## src/hw/axil_pkg.sv

```systemverilog
package axil_pkg;

   // Response codes used by the RAM slave
   typedef enum logic [1:0] {
      RESP_OKAY   = 2'b00,
      RESP_SLVERR = 2'b10
   } axil_resp_t;

   // Unprivileged, non-secure, data access
   localparam logic [2:0] AXIL_PROT_DATA = 3'b010;

   // Slave sequencing
   typedef enum logic [1:0] {
      RAM_IDLE = 2'd0,
      RAM_WAIT = 2'd1,  // Wait states running
      RAM_RESP = 2'd2   // bvalid or rvalid held
   } ram_state_t;

endpackage

```

## src/hw/iob_pkg.sv

```systemverilog
package iob_pkg;

   typedef enum logic {
      OP_READ  = 1'b0,
      OP_WRITE = 1'b1
   } iob_op_t;

   typedef enum logic [2:0] {
      BR_IDLE    = 3'd0,
      BR_WR_REQ  = 3'd1,  // aw and w channels open
      BR_WR_RESP = 3'd2,
      BR_RD_REQ  = 3'd3,
      BR_RD_DATA = 3'd4,
      BR_DONE    = 3'd5   // Native ready pulse
   } bridge_state_t;

endpackage

```

## src/hw/axil_if.sv

```systemverilog
`timescale 1ns/1ns

interface axil_if import axil_pkg::*; #(
   parameter int AXIL_ADDR_W = 32,
   parameter int AXIL_DATA_W = 32
) ();

   logic [AXIL_ADDR_W-1:0]   awaddr;
   logic [2:0]               awprot;
   logic                     awvalid;
   logic                     awready;

   logic [AXIL_DATA_W-1:0]   wdata;
   logic [AXIL_DATA_W/8-1:0] wstrb;
   logic                     wvalid;
   logic                     wready;

   axil_resp_t               bresp;
   logic                     bvalid;
   logic                     bready;

   logic [AXIL_ADDR_W-1:0]   araddr;
   logic [2:0]               arprot;
   logic                     arvalid;
   logic                     arready;

   logic [AXIL_DATA_W-1:0]   rdata;
   axil_resp_t               rresp;
   logic                     rvalid;
   logic                     rready;

   modport master (
      output awaddr, awprot, awvalid, input awready,
      output wdata, wstrb, wvalid, input wready,
      input  bresp, bvalid, output bready,
      output araddr, arprot, arvalid, input arready,
      input  rdata, rresp, rvalid, output rready
   );

   modport slave (
      input  awaddr, awprot, awvalid, output awready,
      input  wdata, wstrb, wvalid, output wready,
      output bresp, bvalid, input bready,
      input  araddr, arprot, arvalid, output arready,
      output rdata, rresp, rvalid, input rready
   );

endinterface

```

## src/hw/iob2axil_fsm.sv

```systemverilog
`timescale 1ns/1ns

module iob2axil_fsm import iob_pkg::*; (
   input  logic    clk,
   input  logic    rst,
   input  logic    req,
   input  iob_op_t op,
   input  logic    awready,
   input  logic    wready,
   input  logic    bvalid,
   input  logic    arready,
   input  logic    rvalid,
   output logic    accept,
   output logic    awvalid,
   output logic    wvalid,
   output logic    bready,
   output logic    arvalid,
   output logic    rready,
   output logic    capture,
   output logic    done
);

   bridge_state_t state;
   bridge_state_t state_nxt;
   logic          aw_done;  // aw handshake already seen
   logic          w_done;
   logic          aw_hs;
   logic          w_hs;

   assign aw_hs = awvalid & awready;
   assign w_hs  = wvalid & wready;

   always_ff @(posedge clk or posedge rst) begin
      if (rst) begin
         state   <= BR_IDLE;
         aw_done <= 1'b0;
         w_done  <= 1'b0;
      end else begin
         state <= state_nxt;
         if (state_nxt == BR_WR_REQ) begin
            aw_done <= aw_done | aw_hs;
            w_done  <= w_done | w_hs;
         end else begin
            aw_done <= 1'b0;
            w_done  <= 1'b0;
         end
      end
   end

   always_comb begin
      state_nxt = state;
      accept    = 1'b0;
      awvalid   = 1'b0;
      wvalid    = 1'b0;
      bready    = 1'b0;
      arvalid   = 1'b0;
      rready    = 1'b0;
      capture   = 1'b0;
      done      = 1'b0;
      case (state)
         BR_IDLE: begin
            accept = req;
            if (req) begin
               if (op == OP_WRITE) state_nxt = BR_WR_REQ;
               else state_nxt = BR_RD_REQ;
            end
         end
         BR_WR_REQ: begin
            awvalid = ~aw_done;
            wvalid  = ~w_done;
            // Either channel may finish first
            if ((aw_done | aw_hs) & (w_done | w_hs)) state_nxt = BR_WR_RESP;
         end
         BR_WR_RESP: begin
            bready = 1'b1;
            if (bvalid) begin
               capture   = 1'b1;
               state_nxt = BR_DONE;
            end
         end
         BR_RD_REQ: begin
            arvalid = 1'b1;
            if (arready) state_nxt = BR_RD_DATA;
         end
         BR_RD_DATA: begin
            rready = 1'b1;
            if (rvalid) begin
               capture   = 1'b1;
               state_nxt = BR_DONE;
            end
         end
         BR_DONE: begin
            done      = 1'b1;
            state_nxt = BR_IDLE;
         end
         default: state_nxt = BR_IDLE;
      endcase
   end

   // Request valids hold until the slave takes them
   assert property (@(posedge clk) disable iff (rst) awvalid && !awready |=> awvalid);
   assert property (@(posedge clk) disable iff (rst) wvalid && !wready |=> wvalid);
   assert property (@(posedge clk) disable iff (rst) arvalid && !arready |=> arvalid);

   assert property (@(posedge clk) disable iff (rst)
      accept |-> (state == BR_IDLE) ##1 (state inside {BR_WR_REQ, BR_RD_REQ}));

endmodule

```

## src/hw/iob2axil.sv

```systemverilog
`timescale 1ns/1ns

module iob2axil import axil_pkg::*, iob_pkg::*; #(
   parameter int AXIL_ADDR_W = 32,
   parameter int AXIL_DATA_W = 32
) (
   input  logic                     clk,
   input  logic                     rst,
   input  logic                     valid,
   input  logic [AXIL_ADDR_W-1:0]   addr,
   input  logic [AXIL_DATA_W-1:0]   wdata,
   input  logic [AXIL_DATA_W/8-1:0] wstrb,
   output logic [AXIL_DATA_W-1:0]   rdata,
   output logic                     ready,
   output logic                     err,
   axil_if.master                   axil
);

   iob_op_t                  op;
   iob_op_t                  op_q;
   axil_resp_t               resp;
   logic                     accept;
   logic                     capture;
   logic [AXIL_ADDR_W-1:0]   addr_q;
   logic [AXIL_DATA_W-1:0]   wdata_q;
   logic [AXIL_DATA_W/8-1:0] wstrb_q;

   // Any strobe bit set means write
   always_comb begin
      if (|wstrb) op = OP_WRITE;
      else op = OP_READ;
   end

   always_comb begin
      if (op_q == OP_WRITE) resp = axil.bresp;
      else resp = axil.rresp;
   end

   always_ff @(posedge clk) begin
      if (accept) begin
         addr_q  <= addr;
         wdata_q <= wdata;
         wstrb_q <= wstrb;
      end
   end

   always_ff @(posedge clk or posedge rst) begin
      if (rst) begin
         op_q  <= OP_READ;
         rdata <= '0;
         err   <= 1'b0;
      end else begin
         if (accept) op_q <= op;
         if (capture) begin
            err <= (resp == RESP_SLVERR);
            if (op_q == OP_READ) rdata <= axil.rdata;  // Held until next read
         end
      end
   end

   assign axil.awaddr = addr_q;
   assign axil.araddr = addr_q;
   assign axil.awprot = AXIL_PROT_DATA;
   assign axil.arprot = AXIL_PROT_DATA;
   assign axil.wdata  = wdata_q;
   assign axil.wstrb  = wstrb_q;

   iob2axil_fsm fsm_inst (
      .clk     (clk),
      .rst     (rst),
      .req     (valid),
      .op      (op),
      .awready (axil.awready),
      .wready  (axil.wready),
      .bvalid  (axil.bvalid),
      .arready (axil.arready),
      .rvalid  (axil.rvalid),
      .accept  (accept),
      .awvalid (axil.awvalid),
      .wvalid  (axil.wvalid),
      .bready  (axil.bready),
      .arvalid (axil.arvalid),
      .rready  (axil.rready),
      .capture (capture),
      .done    (ready)
   );

endmodule

```

## src/hw/axil_wait_timer.sv

```systemverilog
`timescale 1ns/1ns

module axil_wait_timer #(
   parameter int WAIT_CYCLES = 2
) (
   input  logic clk,
   input  logic rst,
   input  logic start,
   output logic busy,
   output logic done
);

   // At least one bit, also for zero wait states
   localparam int CNT_W = (WAIT_CYCLES > 0) ? $clog2(WAIT_CYCLES + 1) : 1;

   logic [CNT_W-1:0] cnt;

   always_ff @(posedge clk or posedge rst) begin
      if (rst) begin
         cnt  <= '0;
         busy <= 1'b0;
      end else if (start) begin
         cnt  <= CNT_W'(WAIT_CYCLES);
         busy <= 1'b1;
      end else if (busy) begin
         if (cnt == '0) busy <= 1'b0;  // Last cycle is the done cycle
         else cnt <= cnt - 1'b1;
      end
   end

   assign done = busy && (cnt == '0);

   assert property (@(posedge clk) disable iff (rst) start |-> !busy);

   // Fixed latency seen by the slave
   assert property (@(posedge clk) disable iff (rst) start |-> ##(WAIT_CYCLES + 1) done);

endmodule

```

## src/hw/axil_ram.sv

```systemverilog
`timescale 1ns/1ns

module axil_ram import axil_pkg::*; #(
   parameter int AXIL_ADDR_W = 32,
   parameter int AXIL_DATA_W = 32,
   parameter int RAM_DEPTH   = 64,
   parameter int WAIT_CYCLES = 2
) (
   input logic   clk,
   input logic   rst,
   axil_if.slave axil
);

   localparam int STRB_W = AXIL_DATA_W / 8;
   localparam int OFFS_W = $clog2(STRB_W);
   localparam int IDX_W  = (RAM_DEPTH > 1) ? $clog2(RAM_DEPTH) : 1;

   ram_state_t                    state;
   logic                          is_wr;  // Access in flight is a write
   logic                          start;
   logic                          busy;
   logic                          done;
   logic                          fire;   // Handshake and access this cycle
   logic [AXIL_ADDR_W-1:0]        acc_addr;
   logic [AXIL_ADDR_W-OFFS_W-1:0] word;
   logic                          in_range;
   logic [IDX_W-1:0]              idx;
   logic [AXIL_DATA_W-1:0]        mem [RAM_DEPTH];

   assign start = (state == RAM_IDLE) && ((axil.awvalid && axil.wvalid) || axil.arvalid);
   assign fire  = (state == RAM_WAIT) && done;

   // Address stays stable until ready, so the live one is used
   assign acc_addr = is_wr ? axil.awaddr : axil.araddr;
   assign word     = acc_addr[AXIL_ADDR_W-1:OFFS_W];
   assign in_range = word < RAM_DEPTH;
   assign idx      = word[IDX_W-1:0];

   assign axil.awready = fire && is_wr;
   assign axil.wready  = fire && is_wr;
   assign axil.arready = fire && !is_wr;

   always_ff @(posedge clk or posedge rst) begin
      if (rst) begin
         state       <= RAM_IDLE;
         is_wr       <= 1'b0;
         axil.bvalid <= 1'b0;
         axil.rvalid <= 1'b0;
      end else begin
         case (state)
            RAM_IDLE: begin
               if (start) begin
                  is_wr <= axil.awvalid && axil.wvalid;  // Write wins
                  state <= RAM_WAIT;
               end
            end
            RAM_WAIT: begin
               if (done) begin
                  axil.bvalid <= is_wr;
                  axil.rvalid <= !is_wr;
                  state       <= RAM_RESP;
               end
            end
            RAM_RESP: begin
               if ((axil.bvalid && axil.bready) || (axil.rvalid && axil.rready)) begin
                  axil.bvalid <= 1'b0;
                  axil.rvalid <= 1'b0;
                  state       <= RAM_IDLE;
               end
            end
            default: state <= RAM_IDLE;
         endcase
      end
   end

   always_ff @(posedge clk) begin
      if (fire) begin
         if (in_range) begin
            axil.bresp <= RESP_OKAY;
            axil.rresp <= RESP_OKAY;
         end else begin
            axil.bresp <= RESP_SLVERR;
            axil.rresp <= RESP_SLVERR;
         end
         if (!is_wr) begin
            if (in_range) axil.rdata <= mem[idx];
            else axil.rdata <= '0;
         end
         if (is_wr && in_range) begin
            for (int b = 0; b < STRB_W; b++) begin
               if (axil.wstrb[b]) mem[idx][8*b +: 8] <= axil.wdata[8*b +: 8];
            end
         end
      end
   end

   axil_wait_timer #(
      .WAIT_CYCLES (WAIT_CYCLES)
   ) timer_inst (
      .clk   (clk),
      .rst   (rst),
      .start (start),
      .busy  (busy),
      .done  (done)
   );

   // Responses hold until the master takes them
   assert property (@(posedge clk) disable iff (rst) axil.bvalid && !axil.bready |=> axil.bvalid);
   assert property (@(posedge clk) disable iff (rst) axil.rvalid && !axil.rready |=> axil.rvalid);

   assert property (@(posedge clk) disable iff (rst) (state == RAM_WAIT) |-> busy);

endmodule

```

## src/hw/iob_axil_sys.sv

```systemverilog
`timescale 1ns/1ns

module iob_axil_sys #(
   parameter int AXIL_ADDR_W = 32,
   parameter int AXIL_DATA_W = 32,
   parameter int RAM_DEPTH   = 64,
   parameter int WAIT_CYCLES = 2
) (
   input  logic                     clk,
   input  logic                     rst,
   input  logic                     valid,
   input  logic [AXIL_ADDR_W-1:0]   addr,
   input  logic [AXIL_DATA_W-1:0]   wdata,
   input  logic [AXIL_DATA_W/8-1:0] wstrb,
   output logic [AXIL_DATA_W-1:0]   rdata,
   output logic                     ready,
   output logic                     err
);

   axil_if #(
      .AXIL_ADDR_W (AXIL_ADDR_W),
      .AXIL_DATA_W (AXIL_DATA_W)
   ) axil_if_inst ();

   iob2axil #(
      .AXIL_ADDR_W (AXIL_ADDR_W),
      .AXIL_DATA_W (AXIL_DATA_W)
   ) iob2axil_inst (
      .clk   (clk),
      .rst   (rst),
      .valid (valid),
      .addr  (addr),
      .wdata (wdata),
      .wstrb (wstrb),
      .rdata (rdata),
      .ready (ready),
      .err   (err),
      .axil  (axil_if_inst.master)
   );

   axil_ram #(
      .AXIL_ADDR_W (AXIL_ADDR_W),
      .AXIL_DATA_W (AXIL_DATA_W),
      .RAM_DEPTH   (RAM_DEPTH),
      .WAIT_CYCLES (WAIT_CYCLES)
   ) axil_ram_inst (
      .clk  (clk),
      .rst  (rst),
      .axil (axil_if_inst.slave)
   );

endmodule

```

## config.mk

```make
export PLATFORM = sky130hd
export DESIGN_NAME = iob_axil_sys
export DESIGN_NICKNAME = d
export VERILOG_FILES = /design/src/hw/axil_pkg.sv /design/src/hw/iob_pkg.sv /design/src/hw/axil_if.sv /design/src/hw/iob2axil_fsm.sv /design/src/hw/iob2axil.sv /design/src/hw/axil_wait_timer.sv /design/src/hw/axil_ram.sv /design/src/hw/iob_axil_sys.sv
export SDC_FILE = /design/constraint.sdc
export NUM_CORES = 2
export LEC_CHECK = 0
export ABC_AREA = 1
export BUFFER_PORTS_ARGS = -buffer_cell sky130_fd_sc_hd__buf_2
export CAP_MARGIN = 20
export CELL_PAD_IN_SITES_DETAIL_PLACEMENT = 1
export CELL_PAD_IN_SITES_GLOBAL_PLACEMENT = 1
export CORE_ASPECT_RATIO = 1.1
export CORE_UTILIZATION = 55
export CTS_BUF_LIST = sky130_fd_sc_hd__clkbuf_4 sky130_fd_sc_hd__clkbuf_8 sky130_fd_sc_hd__clkbuf_16
export DETAILED_ROUTE_END_ITERATION = 8
export HOLD_SLACK_MARGIN = 0.06
export PLACE_DENSITY_LB_ADDON = 0.1
export SETUP_SLACK_MARGIN = 0.4
export SLEW_MARGIN = 20
export SYNTH_ARGS = -nofsm -noshare
export SYNTH_HDL_FRONTEND = slang
export SYNTH_HIERARCHICAL = 1
export SYNTH_SLANG_ARGS = --single-unit
```

## constraint.sdc

```tcl
create_clock -name clk -period 8.5 [get_ports clk]
set_clock_uncertainty 0.2 [all_clocks]
set_input_delay 1.7 -clock clk [delete_from_list [all_inputs] [get_ports clk]]
set_output_delay 1.7 -clock clk [all_outputs]
set_load 0.05 [all_outputs]
```

Yosys cells after proc, flatten, opt, wreduce, memory -nomap -nowiden --
Memory sizes are Yosys's and may differ from the RTL's. A register that Yosys moved wholly into a read port is not among the register bits. Cells that the tools add are included.
Storage, ports and cells: register bits after elaboration 117, RAM bits 2048, bits of input ports 71, logic and storage cells 118, memories kept 1
Cells by class: add/sub/neg operators 1, order comparisons 1, eq/ne operators 13, multiplexer cells 52, bitwise gates (word level) 9, reduce and logical (&&, ||, !) cells 25
Memory list:
- axil_ram_inst.mem | depth 64, width 32, rd ports 1, clocked after memory_dff 1, write ports 1, RTL line axil_ram.sv:28 | logic [AXIL_DATA_W-1:0] mem [RAM_DEPTH];
Operators by type and width (count):
- 1-bit 2-to-1 mux | 34
- 30-bit by 7-bit < comparator with 1-bit output, second input constant | 1
- 2-bit 2-to-1 mux | 8
- 3-bit 2-to-1 mux | 5
- 3-bit case mux with 5 select lines | 1
- 1-bit logical AND | 9
- 2-bit by 1-bit != test with 1-bit output, second input constant | 4
- 2-bit AND reduction | 4
- 3-bit by 1-bit == test with 1-bit output, second input constant | 2
- 3-bit by 2-bit == test with 1-bit output, second input constant | 2
- 3-bit == test, second input constant | 2
- 1-bit case mux with 2 select lines | 3
- 2-bit case mux with 3 select lines | 1
- 3-bit AND reduction | 2
- 2-bit == test, second input constant | 2
- 2-bit zero test | 2
- 1-bit NOT | 4
- 2-bit nonzero test | 2
- 4-bit OR reduction | 1
- 1-bit AND | 3
- 3-bit zero test | 1
- 2-bit by 1-bit == test with 1-bit output, second input constant | 1
- 1-bit zero test | 2
- 1-bit logical OR | 2
- 2 further kinds | 3

Logic depth before layout (Yosys ltp) --
depth after elaboration 11, mapped depth 14

Modules after synthesis --
The synthesis kept the hierarchy.
By module, submodules not included:
- axil_ram | times used 1, cells an instance 8811, area each 90314.1 um^2, seq. area each 62615.1 um^2
- iob2axil | times used 1, cells an instance 265, area each 3767.4 um^2, seq. area each 2892.8 um^2
- iob2axil_fsm | times used 1, cells an instance 61, area each 392.9 um^2, seq. area each 125.1 um^2
- axil_wait_timer | times used 1, cells an instance 24, area each 170.2 um^2, seq. area each 75.1 um^2

Worst setup path after synthesis --
No wires, ideal clock.
path type in2reg, from in valid, to reg iob2axil_inst.addr_q[0], in the netlist iob2axil_inst/axil.araddr[0], enable pin, library setup time 497 ps, arrival 4619 ps, data required time 7803 ps, slack 3184 ps, cell stages on the path 2, path buffers 0, cells stage by stage inv_2 -> nor2_1
Between the ends: word-level cells in the longest chain between the ends 1
Ends and longest elaborated chain:
- start, declared | RTL line iob_axil_sys.sv:11 | input logic valid,
- 1-bit 2-to-1 mux | RTL line iob2axil_fsm.sv:60 | case (state)
- named net iob2axil_inst.accept | RTL line iob2axil.sv:22 | logic accept;
- end signal, assigned | RTL line iob2axil.sv:41 | addr_q <= addr;
- end, declared | RTL line iob2axil.sv:24 | logic [AXIL_ADDR_W-1:0] addr_q;
The timed path passes the listed nets, and every way through them passes these cells. A chain may end at the register's enable or synchronous reset.

Worst setup path in the final report --
from reg axil_ram_inst.is_wr, to mem axil_ram_inst.mem[20][17], enable pin
Between the ends: word-level cells in the longest chain between the ends 4
Ends and longest elaborated chain:
- start, declared | RTL line axil_ram.sv:19 | logic is_wr;
- start signal, assigned | RTL line axil_ram.sv:53 | is_wr <= axil.awvalid && axil.wvalid;
- 1-bit logical AND | RTL line axil_ram.sv:89 | if (is_wr && in_range) begin
- 1-bit 2-to-1 mux | RTL line axil_ram.sv:89
- 1-bit 2-to-1 mux | RTL line axil_ram.sv:77 | if (fire) begin
- 1-bit 2-to-1 mux (implied by the code) | RTL line axil_ram.sv:91 | if (axil.wstrb[b]) mem[idx][8*b +: 8] <= axil.wdata[8*b +: 8];
- end, declared | RTL line axil_ram.sv:28
No other way between the ends.

==> flow_summary.ini <==
[timing]
timing.hold.ws_ns = 0.2690
setup_viol = 0
maxSlewHeadroom = 0.2439
rsz0062_at_grt = false
final_max_slew_viol_count = 0
finalCritPeriodShare = 0.6023
period_minus_slack_ns = 5.119
worstMarginPinSlew_ns = 1.131
hold_viol_final = 0
fmax_mhz = 195.3
worst_slack_ns = 3.381
fin_tns_setup_ns = 0

[power]
seqPwrFrac = 0.420
peakVddDrop_mv = 0.2641
power.density_nw_per_um2 = 288.0
p_sw_mw = 10.46
p_comb_frac = 0.264
clkPwrFrac = 0.317
switching_share = 0.3511
cellInternalPower_mw = 19.33
leakagePower_nw = 44.22

[finish]
stdcell_count = 11570
drive_above_1_share = 0.06562
multiInputGateArea_sq_um = 19480
seqCellArea_sq_um = 65650
fillers = 18110
final_nets = 9186
final_core_util = 0.6061
area_growth_pct = 9.453

[worst_setup_path]
critPathLaunchType = flop
crit_slowest_cell = nor2_1
r2r-end = axil_ram_inst/mem[20][17]
cp.required_ns = 8.80
critPathKind = reg2reg
cp_max_fo = 24
crit_end = axil_ram_inst/mem[20][17]
arrival_ns = 5.42
timing.rr.start = axil_ram_inst/is_wr
startpoint = axil_ram_inst/is_wr
end_kind = flop
cp_slowest_stage_delay_ns = 0.94
rr_worst_depth = 8
worstPathCellList = inv_2, nand2_1, nand2_2, inv_2, nor3_4, buf_4, nand2_1, nor2_1
r2r_slack_ns = 3.38

[placement]
dp_slack_ns = 3.405
hpwlAfterDp_mm = 174.0
numPortBuffers = 102
gp_congestion = 0.8410
dp.cells = 11150

[floorplan]
start_util = 0.5537
rows = 159
io-pin-count = 105
coreArea_sq_um = 170700
die_y_um = 436.8
die_w_um = 397.3
dieArea_sq_um = 173500

[cts]
postCtsHoldBufs = 0
cts_tree = built
clk_latency_ns = 0.88
post-cts-setup-buffers = 0
cts_sinks = 2194
path_clk_slew_ns = 0.06
cts-resized-gates = 0
htreeDepth = 4
cts_buffers = 216
clock_path_buffers = 3
cts-root-buf = clkbuf_16

[hold_path]
hold_class = reg2reg

[detailed_routing]
post_drt_wl_per_cell_um = 24.87
drc_errors = 0
first_pass_iters = 7
num_vias = 64520
routed_wl_mm = 287.7
ant_nets = 0
viasPerCell = 5.577
first_iter_violations = 5976

[grt]
grt_pass1_vias = 68360
grt_overflow_total = 0
grt_pass1_wl_mm = 423.4
grt_max_degree = 182
antenna_found_initial = 31
grt_usage = 0.3336

[synth]
syn_avg_cell_area_sq_um = 10.33
synth_area_sq_um = 94520
yosysWarnings = 6
syn_inst = 9149

[outcome]
outcome = complete, no violations

[run]
cap_violations = 0
[critical path: cells and delay by family (launching register included)]
| kind | cells | cell delay [ns] |
|---|---|---|
| flip-flops | 1 | 0.61 |
| AND/OR/NAND/NOR | 5 | 2.89 |
| buffers and inverters | 3 | 0.99 |
[flip-flops by register name, summed over array words and instances, names as in the netlist, 2 cells and up]
| register | flops |
|---|---|
| axil_ram_inst/mem | 2048 |
| axil_ram_inst/axil.rdata | 32 |
| iob2axil_inst/axil.wdata | 32 |
| iob2axil_inst/rdata | 32 |
| iob2axil_inst/axil.araddr | 30 |
| iob2axil_inst/axil.wstrb | 4 |
| iob2axil_inst/fsm_inst/state | 3 |
| axil_ram_inst/state | 2 |
| axil_ram_inst/timer_inst/cnt | 2 |
[stage by stage]
stage	cell area [sq um]	power (mW)
2_1_floorplan	94520	17.69
3_3_place_gp	96530	20.13
5_1_grt	103400	30.75
4_1_cts	103400	29.74
6_report	103500	29.79
3_5_place_dp	96530	20.45
[per-layer routing]
metal  global-route usage  wire length, um  up-vias
met5                    0               61        -
met4               0.1796            15750        8
li1                     -                -    28980
met2               0.5660           143000     2306
met3              0.05025            19050      643
met1               0.4112           109800    32580
[placed cells by master, fill, tap and decap left out, types with 7 or more instances in the layout]
| cell | n |
|---|---|
| nand2_1 | 2699 |
| bufinv_16 | 9 |
| buf_2 | 102 |
| nand3_1 | 903 |
| nor4_1 | 7 |
| buf_12 | 13 |
| nor2_1 | 440 |
| inv_1 | 1918 |
| edfxtp_1 | 2147 |
| o21ai_0 | 187 |
| clkinv_2 | 28 |
| o21ai_1 | 168 |
| diode_2 | 19 |
| dfrtp_1 | 47 |
| nor2_4 | 15 |
| inv_2 | 16 |
| clkinv_1 | 63 |
| buf_4 | 73 |
| o211ai_1 | 64 |
| a21oi_1 | 31 |
| clkbuf_4 | 62 |
| nor3_4 | 8 |
| clkbuf_16 | 221 |
| nand2_2 | 26 |
[worst min path at each step]
stage | startpoint | to | slack [ns] | depth (start not counted)
6_report | iob2axil_inst/rdata[12] | iob2axil_inst/rdata[12] | 0.27 | 2
5_1_grt | iob2axil_inst/rdata[19] | iob2axil_inst/rdata[19] | 0.30 | 2
4_1_cts | iob2axil_inst/rdata[21] | iob2axil_inst/rdata[21] | 0.27 | 2
3_5_place_dp | iob2axil_inst/rdata[21] | iob2axil_inst/rdata[21] | 0.26 | 2
3_3_place_gp | iob2axil_inst/rdata[17] | iob2axil_inst/rdata[17] | 0.25 | 2
2_1_floorplan | axil_ram_inst/timer_inst/cnt[1] | axil_ram_inst/timer_inst/cnt[1] | 0.25 | 2
[area by class of cell]
type                    instances  area share
diodes                         19   0.0004596
clock buffers                 289     0.05876
clock inverters               111    0.007390
inverters                    1934     0.07017
multi-input cells            4578      0.1883
flip-flops and latches       2194      0.6346
well taps                    2254     0.02726
repair buffers                190     0.01304
[power by group through the flow]
stage | combinational [mW] | clock (mW) | sequential [mW]
final | 7.85 | 9.43 | 12.5
after global routing | 8.45 | 9.77 | 12.5
after CTS | 7.79 | 9.43 | 12.5
after detailed placement | 7.71 | 0 | 12.7
after global placement | 7.40 | 0 | 12.7
after floorplan | 4.58 | 0 | 13.1
Note: power is estimated with default switching activity, not from simulation.
